===== src/bios.hex =====
// 16 bytes per line, byte address 0 first
ea 5b e0 00 f0 31 c0 8e d8 8e c0 bc 00 7c fb fc
b8 03 00 cd 10 be 40 7c e8 12 00 eb fe 90 55 aa
ac 08 c0 74 09 b4 0e bb 07 00 cd 10 eb f2 c3 00
42 49 4f 53 20 72 65 61 64 79 0d 0a 00 11 22 33
44 55 66 77 88 99 aa bb cc dd ee ff 01 23 45 67
89 ab cd ef fe dc ba 98 76 54 32 10 0f 1e 2d 3c
4b 5a 69 78 87 96 a5 b4 c3 d2 e1 f0 13 57 9b df
24 68 ac e0 31 75 b9 fd 02 46 8a ce 5a a5 c3 3c


===== src/tl_bios_pkg.sv =====
package tl_bios_pkg;

    //////////////////////////////
    // Bus widths
    //////////////////////////////

    localparam int XLEN   = 32;         // Data width of A and D channels
    localparam int STRB_W = XLEN / 8;   // One mask bit per byte lane
    localparam int SID_W  = 2;          // Source ID width
    localparam int ADDR_W = 32;

    //////////////////////////////
    // Memory geometry
    //////////////////////////////

    localparam int BIOS_BYTES = 128;
    localparam int MEM_IDX_W  = $clog2(BIOS_BYTES);  // Byte index, 7 bits

    // Image loaded into the array at start of simulation
    localparam string BIOS_FILE = "/design/src/bios.hex";

    //////////////////////////////
    // Opcodes
    //////////////////////////////

    // A channel requests
    localparam logic [2:0] OP_GET      = 3'd4;
    localparam logic [2:0] OP_PUT_FULL = 3'd0;

    // D channel responses
    localparam logic [2:0] OP_ACK      = 3'd0;
    localparam logic [2:0] OP_ACK_DATA = 3'd1;

    //////////////////////////////
    // Size codes
    //////////////////////////////

    // log2 of the byte count, as carried on a_size and d_size
    localparam logic [2:0] SIZE_BYTE = 3'd0;
    localparam logic [2:0] SIZE_HALF = 3'd1;
    localparam logic [2:0] SIZE_WORD = 3'd2;

endpackage


===== src/tl_req_decode.sv =====
`timescale 1ns/1ps

module tl_req_decode (
    input  logic                                 clk,
    input  logic                                 reset,

    // A channel
    input  logic                                 a_valid,
    output logic                                 a_ready,
    input  logic [2:0]                           a_opcode,
    input  logic [2:0]                           a_size,
    input  logic [tl_bios_pkg::SID_W-1:0]        a_source,
    input  logic [tl_bios_pkg::ADDR_W-1:0]       a_address,
    input  logic [tl_bios_pkg::STRB_W-1:0]       a_mask,
    input  logic [tl_bios_pkg::XLEN-1:0]         a_data,

    // To memory stage
    output logic                                 acc_start,
    output logic                                 acc_write,
    output logic [tl_bios_pkg::MEM_IDX_W-3:0]    acc_word_idx,
    output logic [1:0]                           acc_lane,
    output logic [2:0]                           acc_size,
    output logic [tl_bios_pkg::STRB_W-1:0]       acc_mask,
    output logic [tl_bios_pkg::XLEN-1:0]         acc_wdata,

    // To response stage
    output logic                                 deny_start,
    output logic [tl_bios_pkg::SID_W-1:0]        req_source,
    output logic [2:0]                           req_size,
    output logic                                 req_write,
    input  logic                                 resp_taken
);

    import tl_bios_pkg::*;

    logic              accept;
    logic              busy;      // Request held until its response is taken
    logic              pending;   // Accepted last cycle, strobe goes out now
    logic              deny;
    logic              deny_q;
    logic              bad_op, bad_size, misaligned, past_end, bad_mask;
    logic [ADDR_W:0]   end_addr;  // One past the last byte touched

    // Byte lanes covered by an access of this size at this lane
    function automatic logic [STRB_W-1:0] lane_mask(input logic [1:0] lane,
                                                     input logic [2:0] size);
        logic [STRB_W-1:0] m;
        case (size)
            SIZE_BYTE: m = 4'b0001;
            SIZE_HALF: m = 4'b0011;
            SIZE_WORD: m = 4'b1111;
            default:   m = 4'b0000;
        endcase
        return m << lane;
    endfunction

    assign accept = a_valid & a_ready;

    //////////////////////////////
    // Deny rules
    //////////////////////////////

    assign bad_op   = (a_opcode != OP_GET) && (a_opcode != OP_PUT_FULL);
    assign bad_size = (a_size > SIZE_WORD);
    assign end_addr = {1'b0, a_address} + ({{ADDR_W{1'b0}}, 1'b1} << a_size);
    assign past_end = (end_addr > (ADDR_W+1)'(BIOS_BYTES));

    always_comb begin
        case (a_size)
            SIZE_HALF: misaligned = a_address[0];
            SIZE_WORD: misaligned = |a_address[1:0];
            default:   misaligned = 1'b0;
        endcase
    end

    // Only checked for writes, a Get ignores its mask
    assign bad_mask = (a_opcode == OP_PUT_FULL) &&
                      (a_mask != lane_mask(a_address[1:0], a_size));

    assign deny = bad_op | bad_size | misaligned | past_end | bad_mask;

    //////////////////////////////
    // Handshake and strobes
    //////////////////////////////

    always_ff @(posedge clk or posedge reset) begin
        if (reset) begin
            busy       <= 1'b0;
            a_ready    <= 1'b0;
            pending    <= 1'b0;
            deny_q     <= 1'b0;
            acc_start  <= 1'b0;
            deny_start <= 1'b0;
        end else begin
            acc_start  <= pending & ~deny_q;
            deny_start <= pending & deny_q;
            pending    <= accept;
            if (accept) begin
                busy    <= 1'b1;
                a_ready <= 1'b0;
                deny_q  <= deny;
            end else if (resp_taken) begin
                busy    <= 1'b0;
                a_ready <= 1'b1;
            end else begin
                a_ready <= ~busy;   // Comes up on first edge out of reset
            end
        end
    end

    // Request fields, held until the next acceptance
    always_ff @(posedge clk) begin
        if (accept) begin
            acc_write    <= (a_opcode == OP_PUT_FULL);
            acc_word_idx <= a_address[MEM_IDX_W-1:2];
            acc_lane     <= a_address[1:0];
            acc_size     <= a_size;
            acc_mask     <= a_mask;
            acc_wdata    <= a_data;
            req_source   <= a_source;
        end
    end

    assign req_size  = acc_size;
    assign req_write = acc_write;

endmodule


===== src/bios_mem_access.sv =====
`timescale 1ns/1ps

module bios_mem_access (
    input  logic                                 clk,
    input  logic                                 reset,

    input  logic                                 acc_start,
    input  logic                                 acc_write,
    input  logic [tl_bios_pkg::MEM_IDX_W-3:0]    acc_word_idx,
    input  logic [1:0]                           acc_lane,
    input  logic [2:0]                           acc_size,
    input  logic [tl_bios_pkg::STRB_W-1:0]       acc_mask,
    input  logic [tl_bios_pkg::XLEN-1:0]         acc_wdata,

    output logic                                 acc_done,
    output logic [tl_bios_pkg::XLEN-1:0]         rdata
);

    import tl_bios_pkg::*;

    // BIOS image, one byte per entry
    logic [7:0] mem [0:BIOS_BYTES-1];

    initial begin
        $readmemh(BIOS_FILE, mem);
    end

    logic                  active;
    logic                  phase_wb;    // 0 fetch, 1 write-back
    logic [1:0]            part;        // Byte of the word handled this cycle
    logic                  step;
    logic                  last;
    logic [MEM_IDX_W-1:0]  byte_addr;

    logic [XLEN-1:0]       word_q;      // Bytes gathered so far
    logic [XLEN-1:0]       fetch_word;
    logic [XLEN-1:0]       wdata_sh;
    logic [XLEN-1:0]       merged;
    logic [XLEN-1:0]       rd_shift;
    logic [XLEN-1:0]       rd_word;

    // acc_ fields stay put for the whole access since a_ready is low
    assign step      = acc_start | active;
    assign last      = (part == 2'd3);
    assign byte_addr = {acc_word_idx, part};

    //////////////////////////////
    // Fetch and merge
    //////////////////////////////

    // Word as it stands after this cycle's byte lands
    always_comb begin
        fetch_word = word_q;
        fetch_word[8*part +: 8] = mem[byte_addr];
    end

    // Write data arrives low-justified
    assign wdata_sh = acc_wdata << (8 * acc_lane);

    always_comb begin
        for (int i = 0; i < STRB_W; i++) begin
            merged[8*i +: 8] = acc_mask[i] ? wdata_sh[8*i +: 8] : word_q[8*i +: 8];
        end
    end

    //////////////////////////////
    // Read extraction
    //////////////////////////////

    assign rd_shift = fetch_word >> (8 * acc_lane);

    always_comb begin
        case (acc_size)
            SIZE_BYTE: rd_word = {24'b0, rd_shift[7:0]};
            SIZE_HALF: rd_word = {16'b0, rd_shift[15:0]};
            default:   rd_word = rd_shift;
        endcase
    end

    //////////////////////////////
    // Sequencing
    //////////////////////////////

    always_ff @(posedge clk or posedge reset) begin
        if (reset) begin
            active   <= 1'b0;
            phase_wb <= 1'b0;
            part     <= 2'd0;
            acc_done <= 1'b0;
        end else begin
            acc_done <= 1'b0;
            if (step) begin
                part <= part + 2'd1;    // Wraps to 0 after the last byte
                if (!last) begin
                    active <= 1'b1;
                end else if (!phase_wb && acc_write) begin
                    // Word complete, go write it back
                    phase_wb <= 1'b1;
                    active   <= 1'b1;
                end else begin
                    phase_wb <= 1'b0;
                    active   <= 1'b0;
                    acc_done <= 1'b1;
                end
            end
        end
    end

    // Gathered word and result
    always_ff @(posedge clk) begin
        if (step && !phase_wb) begin
            word_q <= fetch_word;
        end
        if (step && last) begin
            rdata <= acc_write ? '0 : rd_word;  // Writes return no data
        end
    end

    // Write-back, one byte per cycle
    always_ff @(posedge clk) begin
        if (step && phase_wb) begin
            mem[byte_addr] <= merged[8*part +: 8];
        end
    end

endmodule


===== src/tl_resp_drive.sv =====
`timescale 1ns/1ps

module tl_resp_drive (
    input  logic                              clk,
    input  logic                              reset,

    // From memory stage
    input  logic                              acc_done,
    input  logic [tl_bios_pkg::XLEN-1:0]      rdata,

    // From decode stage
    input  logic                              deny_start,
    input  logic [tl_bios_pkg::SID_W-1:0]     req_source,
    input  logic [2:0]                        req_size,
    input  logic                              req_write,
    output logic                              resp_taken,

    // D channel
    output logic                              d_valid,
    input  logic                              d_ready,
    output logic [2:0]                        d_opcode,
    output logic [2:0]                        d_size,
    output logic [tl_bios_pkg::SID_W-1:0]     d_source,
    output logic [tl_bios_pkg::XLEN-1:0]      d_data,
    output logic                              d_denied
);

    import tl_bios_pkg::*;

    logic resp_load;   // Either strobe starts a response
    logic xfer;        // D beat taken this edge

    assign resp_load = acc_done | deny_start;
    assign xfer      = d_valid & d_ready;

    //////////////////////////////
    // Valid and denied flag
    //////////////////////////////

    always_ff @(posedge clk or posedge reset) begin
        if (reset) begin
            d_valid    <= 1'b0;
            d_denied   <= 1'b0;
            resp_taken <= 1'b0;
        end else begin
            resp_taken <= 1'b0;
            if (resp_load) begin
                d_valid  <= 1'b1;
                d_denied <= deny_start;
            end else if (xfer) begin
                d_valid    <= 1'b0;
                d_denied   <= 1'b0;
                resp_taken <= 1'b1;     // Lets decode raise a_ready next edge
            end
        end
    end

    //////////////////////////////
    // Response fields
    //////////////////////////////

    // Loaded once per request, so they stay still through any stall
    always_ff @(posedge clk) begin
        if (resp_load) begin
            d_opcode <= req_write ? OP_ACK : OP_ACK_DATA;
            d_size   <= req_size;
            d_source <= req_source;
            d_data   <= deny_start ? '0 : rdata;
        end
    end

endmodule


===== src/tl_ul_bios.sv =====
`timescale 1ns/1ps

module tl_ul_bios (
    input  logic                              clk,
    input  logic                              reset,

    // A channel
    input  logic                              a_valid,
    output logic                              a_ready,
    input  logic [2:0]                        a_opcode,
    input  logic [2:0]                        a_size,
    input  logic [tl_bios_pkg::SID_W-1:0]     a_source,
    input  logic [tl_bios_pkg::ADDR_W-1:0]    a_address,
    input  logic [tl_bios_pkg::STRB_W-1:0]    a_mask,
    input  logic [tl_bios_pkg::XLEN-1:0]      a_data,

    // D channel
    output logic                              d_valid,
    input  logic                              d_ready,
    output logic [2:0]                        d_opcode,
    output logic [2:0]                        d_size,
    output logic [tl_bios_pkg::SID_W-1:0]     d_source,
    output logic [tl_bios_pkg::XLEN-1:0]      d_data,
    output logic                              d_denied
);

    import tl_bios_pkg::*;

    // Decode to memory
    logic                  acc_start;
    logic                  acc_write;
    logic [MEM_IDX_W-3:0]  acc_word_idx;
    logic [1:0]            acc_lane;
    logic [2:0]            acc_size;
    logic [STRB_W-1:0]     acc_mask;
    logic [XLEN-1:0]       acc_wdata;

    // Decode to response
    logic                  deny_start;
    logic [SID_W-1:0]      req_source;
    logic [2:0]            req_size;
    logic                  req_write;

    // Memory to response, and back to decode
    logic                  acc_done;
    logic [XLEN-1:0]       rdata;
    logic                  resp_taken;

    tl_req_decode u_decode (
        .clk          (clk),
        .reset        (reset),
        .a_valid      (a_valid),
        .a_ready      (a_ready),
        .a_opcode     (a_opcode),
        .a_size       (a_size),
        .a_source     (a_source),
        .a_address    (a_address),
        .a_mask       (a_mask),
        .a_data       (a_data),
        .acc_start    (acc_start),
        .acc_write    (acc_write),
        .acc_word_idx (acc_word_idx),
        .acc_lane     (acc_lane),
        .acc_size     (acc_size),
        .acc_mask     (acc_mask),
        .acc_wdata    (acc_wdata),
        .deny_start   (deny_start),
        .req_source   (req_source),
        .req_size     (req_size),
        .req_write    (req_write),
        .resp_taken   (resp_taken)
    );

    bios_mem_access u_mem (
        .clk          (clk),
        .reset        (reset),
        .acc_start    (acc_start),
        .acc_write    (acc_write),
        .acc_word_idx (acc_word_idx),
        .acc_lane     (acc_lane),
        .acc_size     (acc_size),
        .acc_mask     (acc_mask),
        .acc_wdata    (acc_wdata),
        .acc_done     (acc_done),
        .rdata        (rdata)
    );

    tl_resp_drive u_resp (
        .clk          (clk),
        .reset        (reset),
        .acc_done     (acc_done),
        .rdata        (rdata),
        .deny_start   (deny_start),
        .req_source   (req_source),
        .req_size     (req_size),
        .req_write    (req_write),
        .resp_taken   (resp_taken),
        .d_valid      (d_valid),
        .d_ready      (d_ready),
        .d_opcode     (d_opcode),
        .d_size       (d_size),
        .d_source     (d_source),
        .d_data       (d_data),
        .d_denied     (d_denied)
    );

endmodule


===== config.mk =====
export PLATFORM = sky130hd
export DESIGN_NAME = tl_ul_bios
export DESIGN_NICKNAME = d
export VERILOG_FILES = /design/src/tl_bios_pkg.sv /design/src/tl_req_decode.sv /design/src/bios_mem_access.sv /design/src/tl_resp_drive.sv /design/src/tl_ul_bios.sv
export SDC_FILE = /design/constraint.sdc
export NUM_CORES = 1
export LEC_CHECK = 0
export BUFFER_PORTS_ARGS = -buffer_cell sky130_fd_sc_hd__buf_2
export CAP_MARGIN = 20
export CORE_MARGIN = 2
export CORE_UTILIZATION = 40
export CTS_BUF_LIST = sky130_fd_sc_hd__clkbuf_16
export DETAILED_ROUTE_END_ITERATION = 16
export MAX_ROUTING_LAYER = met4
export REMOVE_ABC_BUFFERS = 1
export SETUP_SLACK_MARGIN = 0.5
export SLEW_MARGIN = 20
export SYNTH_ARGS = -nofsm -noshare
export SYNTH_HDL_FRONTEND = slang
export SYNTH_SLANG_ARGS = --single-unit

===== constraint.sdc =====
create_clock -name clk -period 3.6 [get_ports clk]
set_clock_uncertainty 0.1 [all_clocks]
set_input_delay 0.18 -clock clk [delete_from_list [all_inputs] [get_ports clk]]
set_output_delay 0.18 -clock clk [all_outputs]
set_load 0.05 [all_outputs]

; Word-level counts from Yosys, hierarchy flattened
; Memory sizes are Yosys's and may differ from the RTL's.
; Cells that the tools add are included.
[word_totals]
register_bits = 167
ram_bits = 1024
input_bits = 80
out_inout_bits = 43
wordCells = 97
memories = 1
[mem_list]
columns = memory, depth, width, rd, rd_clocked_by_memory_dff, wr, line_no
row1 = u_mem.mem, 128, 8, 1, 0, 1, bios_mem_access.sv:22  ; logic [7:0] mem [0:BIOS_BYTES-1];
[classes]
addsub = 3
n_lt_le_gt_ge = 2
n_eq_ne = 6
shift = 7
mux = 25
n_bitwise = 12
reduce_logical = 15
[ops]
columns = cell, count
row1 = 32-bit one-hot mux with 2 select lines, 1
row2 = 5-bit negation with 34-bit output, 1
row3 = "8-bit by 34-bit variable shift with 32-bit output, first input constant", 1
row4 = 8-bit by 34-bit indexed part select with 32-bit output, 1
row5 = 32-bit by 33-bit adder with 33-bit output, 1
row6 = "33-bit by 8-bit greater-than comparator with 1-bit output, second input constant", 1
row7 = "1-bit by 3-bit << shifter with 33-bit output, first input constant", 1
row8 = 32-bit bitwise mux, 1
row9 = 8-bit 2-to-1 mux, 4
row10 = 32-bit by 6-bit indexed part select with 8-bit output, 1
row11 = 32-bit by 5-bit << shifter with 32-bit output, 1
row12 = 32-bit by 5-bit right shift with 32-bit output, 1
row13 = 1-bit 2-to-1 mux, 17
row14 = 4-bit one-hot mux with 3 select lines, 1
row15 = 3-bit zero test, 3
row16 = "3-bit by 1-bit equality test with 1-bit output, second input constant", 2
row17 = 1-bit logical AND, 6
row18 = 1-bit bitwise OR, 6
row19 = 1-bit bitwise AND, 4
row20 = 4-bit != test, 1
row21 = 2-bit nonzero test, 2
row22 = 4-bit by 2-bit << shifter with 4-bit output, 1
row23 = "3-bit by 2-bit equality test with 1-bit output, second input constant", 1
row24 = "3-bit by 2-bit greater-than comparator with 1-bit output, second input constant", 1
row25 = other kinds (9), 10

; Longest topological paths before layout
; Gate-level depths: netlist of the first run.
[logic_depth]
depth_word = 6
depth_mapped = 15
mapped_depth_nobuf = 11

; By module
; From an unflattened synthesis of the first run, not the netlist that was laid out.
[hier_totals]
cells_unflattened = 2739
hier_area_um2 = 48864.4
[by_module_without_submodules]
columns = mod, instances, cells_each, area_per_inst_um2, seq_area_each_um2
row1 = bios_mem_access, 1, 2384, 44392.6, 32796.5
row2 = tl_req_decode, 1, 267, 2972.9, 1621.6
row3 = tl_resp_drive, 1, 88, 1498.9, 1216.2

; Worst setup path before layout of the first run
; Ideal clock, no wire load.
[synth_path]
path_type = register -> register
start = register u_mem.part[0]
end = register u_mem.rdata[1] in the netlist's numbering, data pin
setup_ns = 0.180
arrival_time_ns = 3.265
t_required_ns = 3.320
path_slack_ns = 0.055
stages_incl_launch_ff = 15
path_buffers = 6
synth_period_minus_slack_ns = 3.545
path_cell_list = dfrtp_1 buf_6 inv_1 buf_4 buf_2 buf_2 buf_2 buf_1 ha_1 inv_1 nor4_2 nand2_1 o21ai_1 o21ai_0 a221oi_1
[synth_between]
elab_chain_cells = 5
elab_cells_between_ends = 7
classes_between = add/sub (1) / shift (3) / mux (2) / memory (1)
[synth_lines]
columns = item, line_no
row1 = from (decl), bios_mem_access.sv:30  ; logic [1:0] part;
row2 = from (signal assigned), bios_mem_access.sv:93  ; part <= part + 2'd1;
row3 = memory 128 x 8 bit / 5-bit negation with 34-bit output (equally long branches), --
row4 = 8-bit by 34-bit indexed part select with 32-bit output / 8-bit by 34-bit variable shift with 32-bit output (equally long branches), bios_mem_access.sv:54  ; fetch_word[8*part +: 8] = mem[byte_addr];
row5 = 32-bit bitwise mux (*), bios_mem_access.sv:54
row6 = 32-bit by 5-bit right shift with 32-bit output (*), bios_mem_access.sv:70  ; assign rd_shift = fetch_word >> (8 * acc_lane);
row7 = 32-bit one-hot mux with 2 select lines (*), bios_mem_access.sv:73  ; case (acc_size)
row8 = to (signal assigned), bios_mem_access.sv:115  ; rdata <= acc_write ? '0 : rd_word;
row9 = to (decl), bios_mem_access.sv:16  ; output logic [tl_bios_pkg::XLEN-1:0] rdata
; Every way passes the cells marked *; elsewhere a longest branch is shown, timed or not.
; A chain may end at the register's enable or synchronous reset.

; Worst setup path in the final report of the first run
[layout_path]
start = register u_decode.acc_word_idx[0] in the netlist's numbering
end = register u_mem.rdata[8] in the netlist's numbering, data pin
[layout_between]
elab_chain_cells = 5
[layout_lines]
columns = item, line_no
row1 = from (decl), tl_req_decode.sv:20  ; output logic [tl_bios_pkg::MEM_IDX_W-3:0] acc_word_idx,
row2 = from (signal assigned), tl_req_decode.sv:115  ; acc_word_idx <= a_address[MEM_IDX_W-1:2];
row3 = memory 128 x 8 bit, --
row4 = 8-bit by 34-bit indexed part select with 32-bit output, bios_mem_access.sv:54
row5 = 32-bit bitwise mux, bios_mem_access.sv:54
row6 = 32-bit by 5-bit right shift with 32-bit output, bios_mem_access.sv:70
row7 = 32-bit one-hot mux with 2 select lines, bios_mem_access.sv:73
; No other way between the ends.

==> results of run 1 <==
[cells in the final DEF (no fill, tap or decap), drive strengths merged, types with 43 or more instances in the layout]
master,n
clkinv,43
a22oi,57
clkbuf,125
nor2b,67
a21oi,116
dlygate4sd3,66
nand2,143
mux4,95
inv,91
mux2i,97
edfxtp,1175
mux2,102
buf,651
a221oi,104
nor2,225
o21ai,91
[power groups by stage]
stage	sequential [mW]	combinational, mW	clock (mW)
after CTS	15.0	0.233	12.9
final	15.0	0.239	12.8
after floorplan	15.3	0.0796	0
after global placement	15.3	0.171	0
after global routing	15.0	0.259	13.5
after detailed placement	15.3	0.173	0
[sequential cells by signal, summed over array words and instances, names as in the netlist, 2 cells and up]
name / count
u_mem.word_q: 32
u_decode.acc_wdata: 32
u_decode.acc_mask: 4
u_decode.acc_size: 3
u_decode.req_source: 2
u_decode.acc_lane: 2
u_decode.acc_word_idx: 5
u_mem.mem: 1024
u_mem.rdata: 32
u_resp.d_size: 3
u_resp.d_data: 32
u_mem.part: 2
u_resp.d_source: 2
[metal layers]
layer	part of all wire	track usage	vias to the layer above
li1	-	-	13600
met1	0.41	0.347	16400
met2	0.45	0.374	1874
met3	0.097	0.0429	359
met4	0.044	0.103	0
met5	0	-	-
[stage by stage]
step / utilization / cell area [sq um]
finish: 0.508 / 62100
global route: 0.508 / 62100
CTS: 0.497 / 60700
detailed placement: 0.450 / 55000
global placement: 0.450 / 55000
floorplan: - / 48300
[critical path, cell delays in order, from the launching register on]
cell and delay, ps:
edfxtp_1 420, buf_12 180, and2_1 250, buf_4 290, a221oi_1 420, o22a_1 230
o22a_1 220, nand4_1 120, buf_4 150, a221o_1 360, buf_6 200, a221oi_4 270
o22ai_1 130
[kinds of logic after synthesis]
logic type               Yosys count  synth area share
flip-flops                      1189             0.721
adder cells (fa/ha/maj)           14           0.00365
XOR/XNOR                          11           0.00195
buffers and inverters            259            0.0270
AO/OA/AOI/OAI                    662            0.0981
multiplexers                     294            0.0862
other                              1         0.0000759
AND/OR/NAND/NOR                  623            0.0616
[path summary, 6_finish.rpt]
check | slack, ps | depth (start not counted) | endpoint | startpoint
min | 60 | 6 | u_decode.deny_q | a_address[21]
min reg2reg | 320 | 0 | u_resp.d_source[0] | u_decode.req_source[0]
min in group asynchronous | 80 | 3 | u_mem.part[1] | reset
max | -10 | 12 | u_mem.rdata[8] | u_decode.acc_word_idx[0]
max reg2reg | -10 | 12 | u_mem.rdata[8] | u_decode.acc_word_idx[0]
max in group asynchronous | 2690 | 3 | u_mem.part[0] | reset
[repair_timing]
item | in CTS | in global routing
endpoints found under the hold margin | 69 | 0
hold buffers | 66 | 0
cloned | 6 | 3
endpoints found under the setup margin | 1162 | 737
pin swaps | 38 | 51
buffers inserted | 33 | 39
resized for setup | 144 | 193
[area by class of cell]
class,instances,share of cell area
sequential,1189,0.574
inverter,56,0.00369
tap,1625,0.0328
multi-input combinational,1606,0.220
clock buffer,122,0.0492
antenna,2,0.0000807
clock inverter,103,0.0156
timing repair buffer,723,0.104
==> flow_summary.ini, run 1 <==
[clock_tree]
cts-buffers-inserted = 121
cts_sinks = 1189
h-tree-depth = 3
clk_pin_slew_worst_paths_ps = 60
cts_buffer_depth = 3
cts_root_buf = clkbuf_16
clk_latency_ps = 740
cts_tree = built

[global_routing]
grt_max_degree = 129
grt_pass1_wl_mm = 224
grt_usage = 0.252
gr-total-overflow = 0
grt_pass1_vias = 30700
antenna_found_initial = 2

[yosys]
synth.avg_cell_area_sq_um = 16.2
yosys_warnings = 0
syn_inst = 3053
synthArstFlopShare = 0.0118
synthFlopType = edfxtp_1
synth_area_leaders = edfxtp_1 (71%), mux4_2 (4.3%), mux2_2 (2.2%), mux2i_1 (2.0%), a221oi_1 (1.7%)
synth-edff-count = 1175
yosysSeqAreaShare = 0.721
synth_most_common_cell = edfxtp_1
post-synth-top-area-fraction = 0.714
ys_seq_elements = 1189
synth_largest_area_cell = edfxtp_1
synthTopCellsByCount = edfxtp_1 (1175), nor2_1 (223), nand2_1 (142), a21oi_1 (115), a221oi_1 (98)
synth_cell_types = 97
synth_area_sq_um = 49400

[floorplanning]
fp.dieH_microns = 355
core_sq_um = 122000
die_area_sq_um = 126000
start_util = 0.404
die_w_microns = 355
io_pins = 123
fp-row-count = 128

[final_layout]
regArea_sq_um = 35600
drive_gt1_frac = 0.326
areaGrowthSynthToFinish_pct = 25.6
multiInputGateArea_sq_um = 13600
layout.nets = 3790
final_cell_count_no_fill = 5426
fillers = 10100

[pwr]
p_leak_nw = 21.3
comb_power_share = 0.009
ir_drop_mv = 0.397
p_per_area_nw_per_um2 = 451
p_sw_frac = 0.197
pwr-share-seq = 0.535
intPower_mw = 22.5
power.share.clock = 0.456
p_sw_mw = 5.51
total_power_mw = 28.0

[timing]
relSlewSlack = 0.411
setup_viol = 2
setup_ws_ps = -13.8
period_needed_ps = 3610
fmax_ghz = 0.277
whs_ps = 64.1
worst_pin_slew_ps = 883
drv_slew = 0
fin_setup_tns_ps = -25.3
fin_crit_sh = 1.00
rsz0062_at_grt = true
final_hold_viol_count = 0

[setup_path]
crit_path_max_fanout = 14
arrival_ps = 3960
worstPathRequired_ps = 3950
cp-start-kind = flop
critical_path_class = reg -> reg
endpoint_kind = flop

[drt]
wl_per_cell_microns = 29.2
dr.first_iter.drc_count = 4564
antenna_left = 0
num_vias = 32200
drc = 0
avgViaCountPerCell = 5.94
wirelength_mm = 159
drt_pass1_iterations = 6

[place]
portBuffers = 120
hpwl_mm = 103
place.gp.congestion = 0.958
dp_cells = 5052
pre_cts_slack_ps = -540

[run_status]
violations = setup timing
outcome = complete, but fails checks

[min_path]
min_path_type = in -> reg

[flow_run]
maxCapViolations = 0
Power figures use the tool's default switching activity.
==> run 2, diff against run 1 <==
--- a/config.mk
+++ b/config.mk
@@ -7,11 +7,14 @@
 export LEC_CHECK = 0
 export BUFFER_PORTS_ARGS = -buffer_cell sky130_fd_sc_hd__buf_2
 export CAP_MARGIN = 20
+export CELL_PAD_IN_SITES_DETAIL_PLACEMENT = 1
+export CELL_PAD_IN_SITES_GLOBAL_PLACEMENT = 1
 export CORE_MARGIN = 2
 export CORE_UTILIZATION = 40
 export CTS_BUF_LIST = sky130_fd_sc_hd__clkbuf_16
 export DETAILED_ROUTE_END_ITERATION = 16
 export MAX_ROUTING_LAYER = met4
+export PLACE_DENSITY_LB_ADDON = 0.1
 export REMOVE_ABC_BUFFERS = 1
 export SETUP_SLACK_MARGIN = 0.5
 export SLEW_MARGIN = 20
==> run 2 against run 1 <==
The run still ends with setup timing left. Critical path depth is the same. First-iteration DRC count down 13%. Via count is 4.3% higher. Non-clock buffer count rose by 182. Core utilization increased by 2.2 points. Count of clock-buffer cells in the layout rose by 14. Power rose by 2.5%. Cell area up 4.3%. Critical endpoint unchanged. Largest cell class unchanged.
==> flow_summary.ini, run 2 (synthesized netlist as in run 1, its figures left out) <==
[timing]
fin_setup_tns_ps = -1110
fin_crit_sh = 1.05
setup_ws_ps = -166
setup_viol = 12
period_needed_ps = 3770
final_hold_viol_count = 0
worst_pin_slew_ps = 1070
drv_slew = 0
rsz0062_at_grt = true
fmax_ghz = 0.266
relSlewSlack = 0.285

[flow_run]
maxCapViolations = 0

[setup_path]
arrival_ps = 4170
cp-start-kind = flop
critical_path_class = reg -> reg
endpoint_kind = flop
worstPathRequired_ps = 4010
crit_path_max_fanout = 6

[clock_tree]
cts-buffers-inserted = 134
clk_latency_ps = 790
clk_pin_slew_worst_paths_ps = 60
cts_buffer_depth = 3
cts_tree = built
h-tree-depth = 4
cts_root_buf = clkbuf_16
cts_sinks = 1189

[pwr]
p_leak_nw = 22.6
total_power_mw = 28.7
p_per_area_nw_per_um2 = 443
ir_drop_mv = 0.536

[final_layout]
drive_gt1_frac = 0.366
layout.cells.most_common_list = edfxtp_1 (1175), buf_4 (490), nor2_1 (205)
design_area_sq_um = 64700
areaGrowthSynthToFinish_pct = 31.1
num_antenna_cells = 0
layout.nets = 3990
largest_reg_flops = 1024
fin_util = 0.530
layout_commonest_cell = edfxtp_1
regMostFlops = u_mem.mem

[drt]
avgViaCountPerCell = 5.97
wl_per_cell_microns = 33.5
drt_pass1_iterations = 5
dr.first_iter.drc_count = 3959
drc = 0
antenna_left = 0
wirelength_mm = 189
num_vias = 33600

[run_status]
outcome = complete, but fails checks
violations = setup timing

[global_routing]
grt_usage = 0.304
grt_pass1_wl_mm = 265
grt_max_degree = 129
antenna_found_initial = 1
grt_pass1_vias = 34600
gr-total-overflow = 0

[floorplanning]
die_w_microns = 355
fp.dieH_microns = 355
die_area_sq_um = 126000
fp-row-count = 128
core_sq_um = 122000
start_util = 0.404
io_pins = 123

[place]
pre_cts_slack_ps = -619
hpwl_mm = 122
place.gp.congestion = 0.922
postPlaceCellArea_sq_um = 55900
portBuffers = 120

[min_path]
min_path_type = in -> reg
[run 2: worst max-delay path, cell delays in order (launching register included)]
cell	delay (ps)
dfrtp_4	570
buf_12	160
buf_12	140
buf_12	140
buf_8	130
mux2_4	300
a221o_1	350
mux4_2	570
a221o_1	380
buf_12	160
buf_6	120
a221oi_4	240
o22ai_1	120
[run 2: power by group]
part	total, mW	internal, mW	switching (mW)
combinational	0.268	0.140	0.128
sequential	15.0	15.0	0
clock	13.4	7.64	5.79
total	28.7	22.8	5.92
[run 2: path summary, 6_finish.rpt]
check                                         end  slack (ps)                    from  cells after the start
max reg2reg                        u_mem.rdata[8]        -170           u_mem.part[1]                     12
min                        u_decode.req_source[0]          30             a_source[0]                      2
min reg2reg                    u_resp.d_source[0]         330  u_decode.req_source[0]                      0
max                                u_mem.rdata[8]        -170           u_mem.part[1]                     12
min in group asynchronous          u_mem.acc_done         640                   reset                      4
max in group asynchronous           u_mem.part[0]        2120                   reset                      4
[run 2: per-stage QoR]
step | instances | hold slack [ps]
6_report | 5627 | 26.3
5_1_grt | 5627 | 27.3
4_1_cts | 5585 | 0.793
3_5_place_dp | 5142 | 259
3_3_place_gp | 5141 | 261
2_1_floorplan | 2851 | -30.8
[run 2: per-layer routing]
metal,vias up,routed length (microns),track usage
li1,14000,-,-
met1,17700,77800,0.402
met2,1568,88600,0.470
met3,373,13800,0.0528
met4,0,8450,0.117
met5,-,0,-
[run 2: what timing repair did]
action                                  CTS  global route
setup buffers                            98            41
gates resized for setup                 334           133
endpoints found under the hold margin    69             0
gates cloned                             10             1
pin swaps                                72            76
hold buffers                             94             0
setup endpoints to repair              1088           751
[run 2: layout make-up]
cell class              instances  area, sq um
clock inverters               105          875
fillers                     11600        57500
multi-input cells            1611        14100
well taps                    1625         2030
clock buffers                 136         3400
repair buffers                905         8430
inverters                      56          224
flip-flops and latches       1189        35600
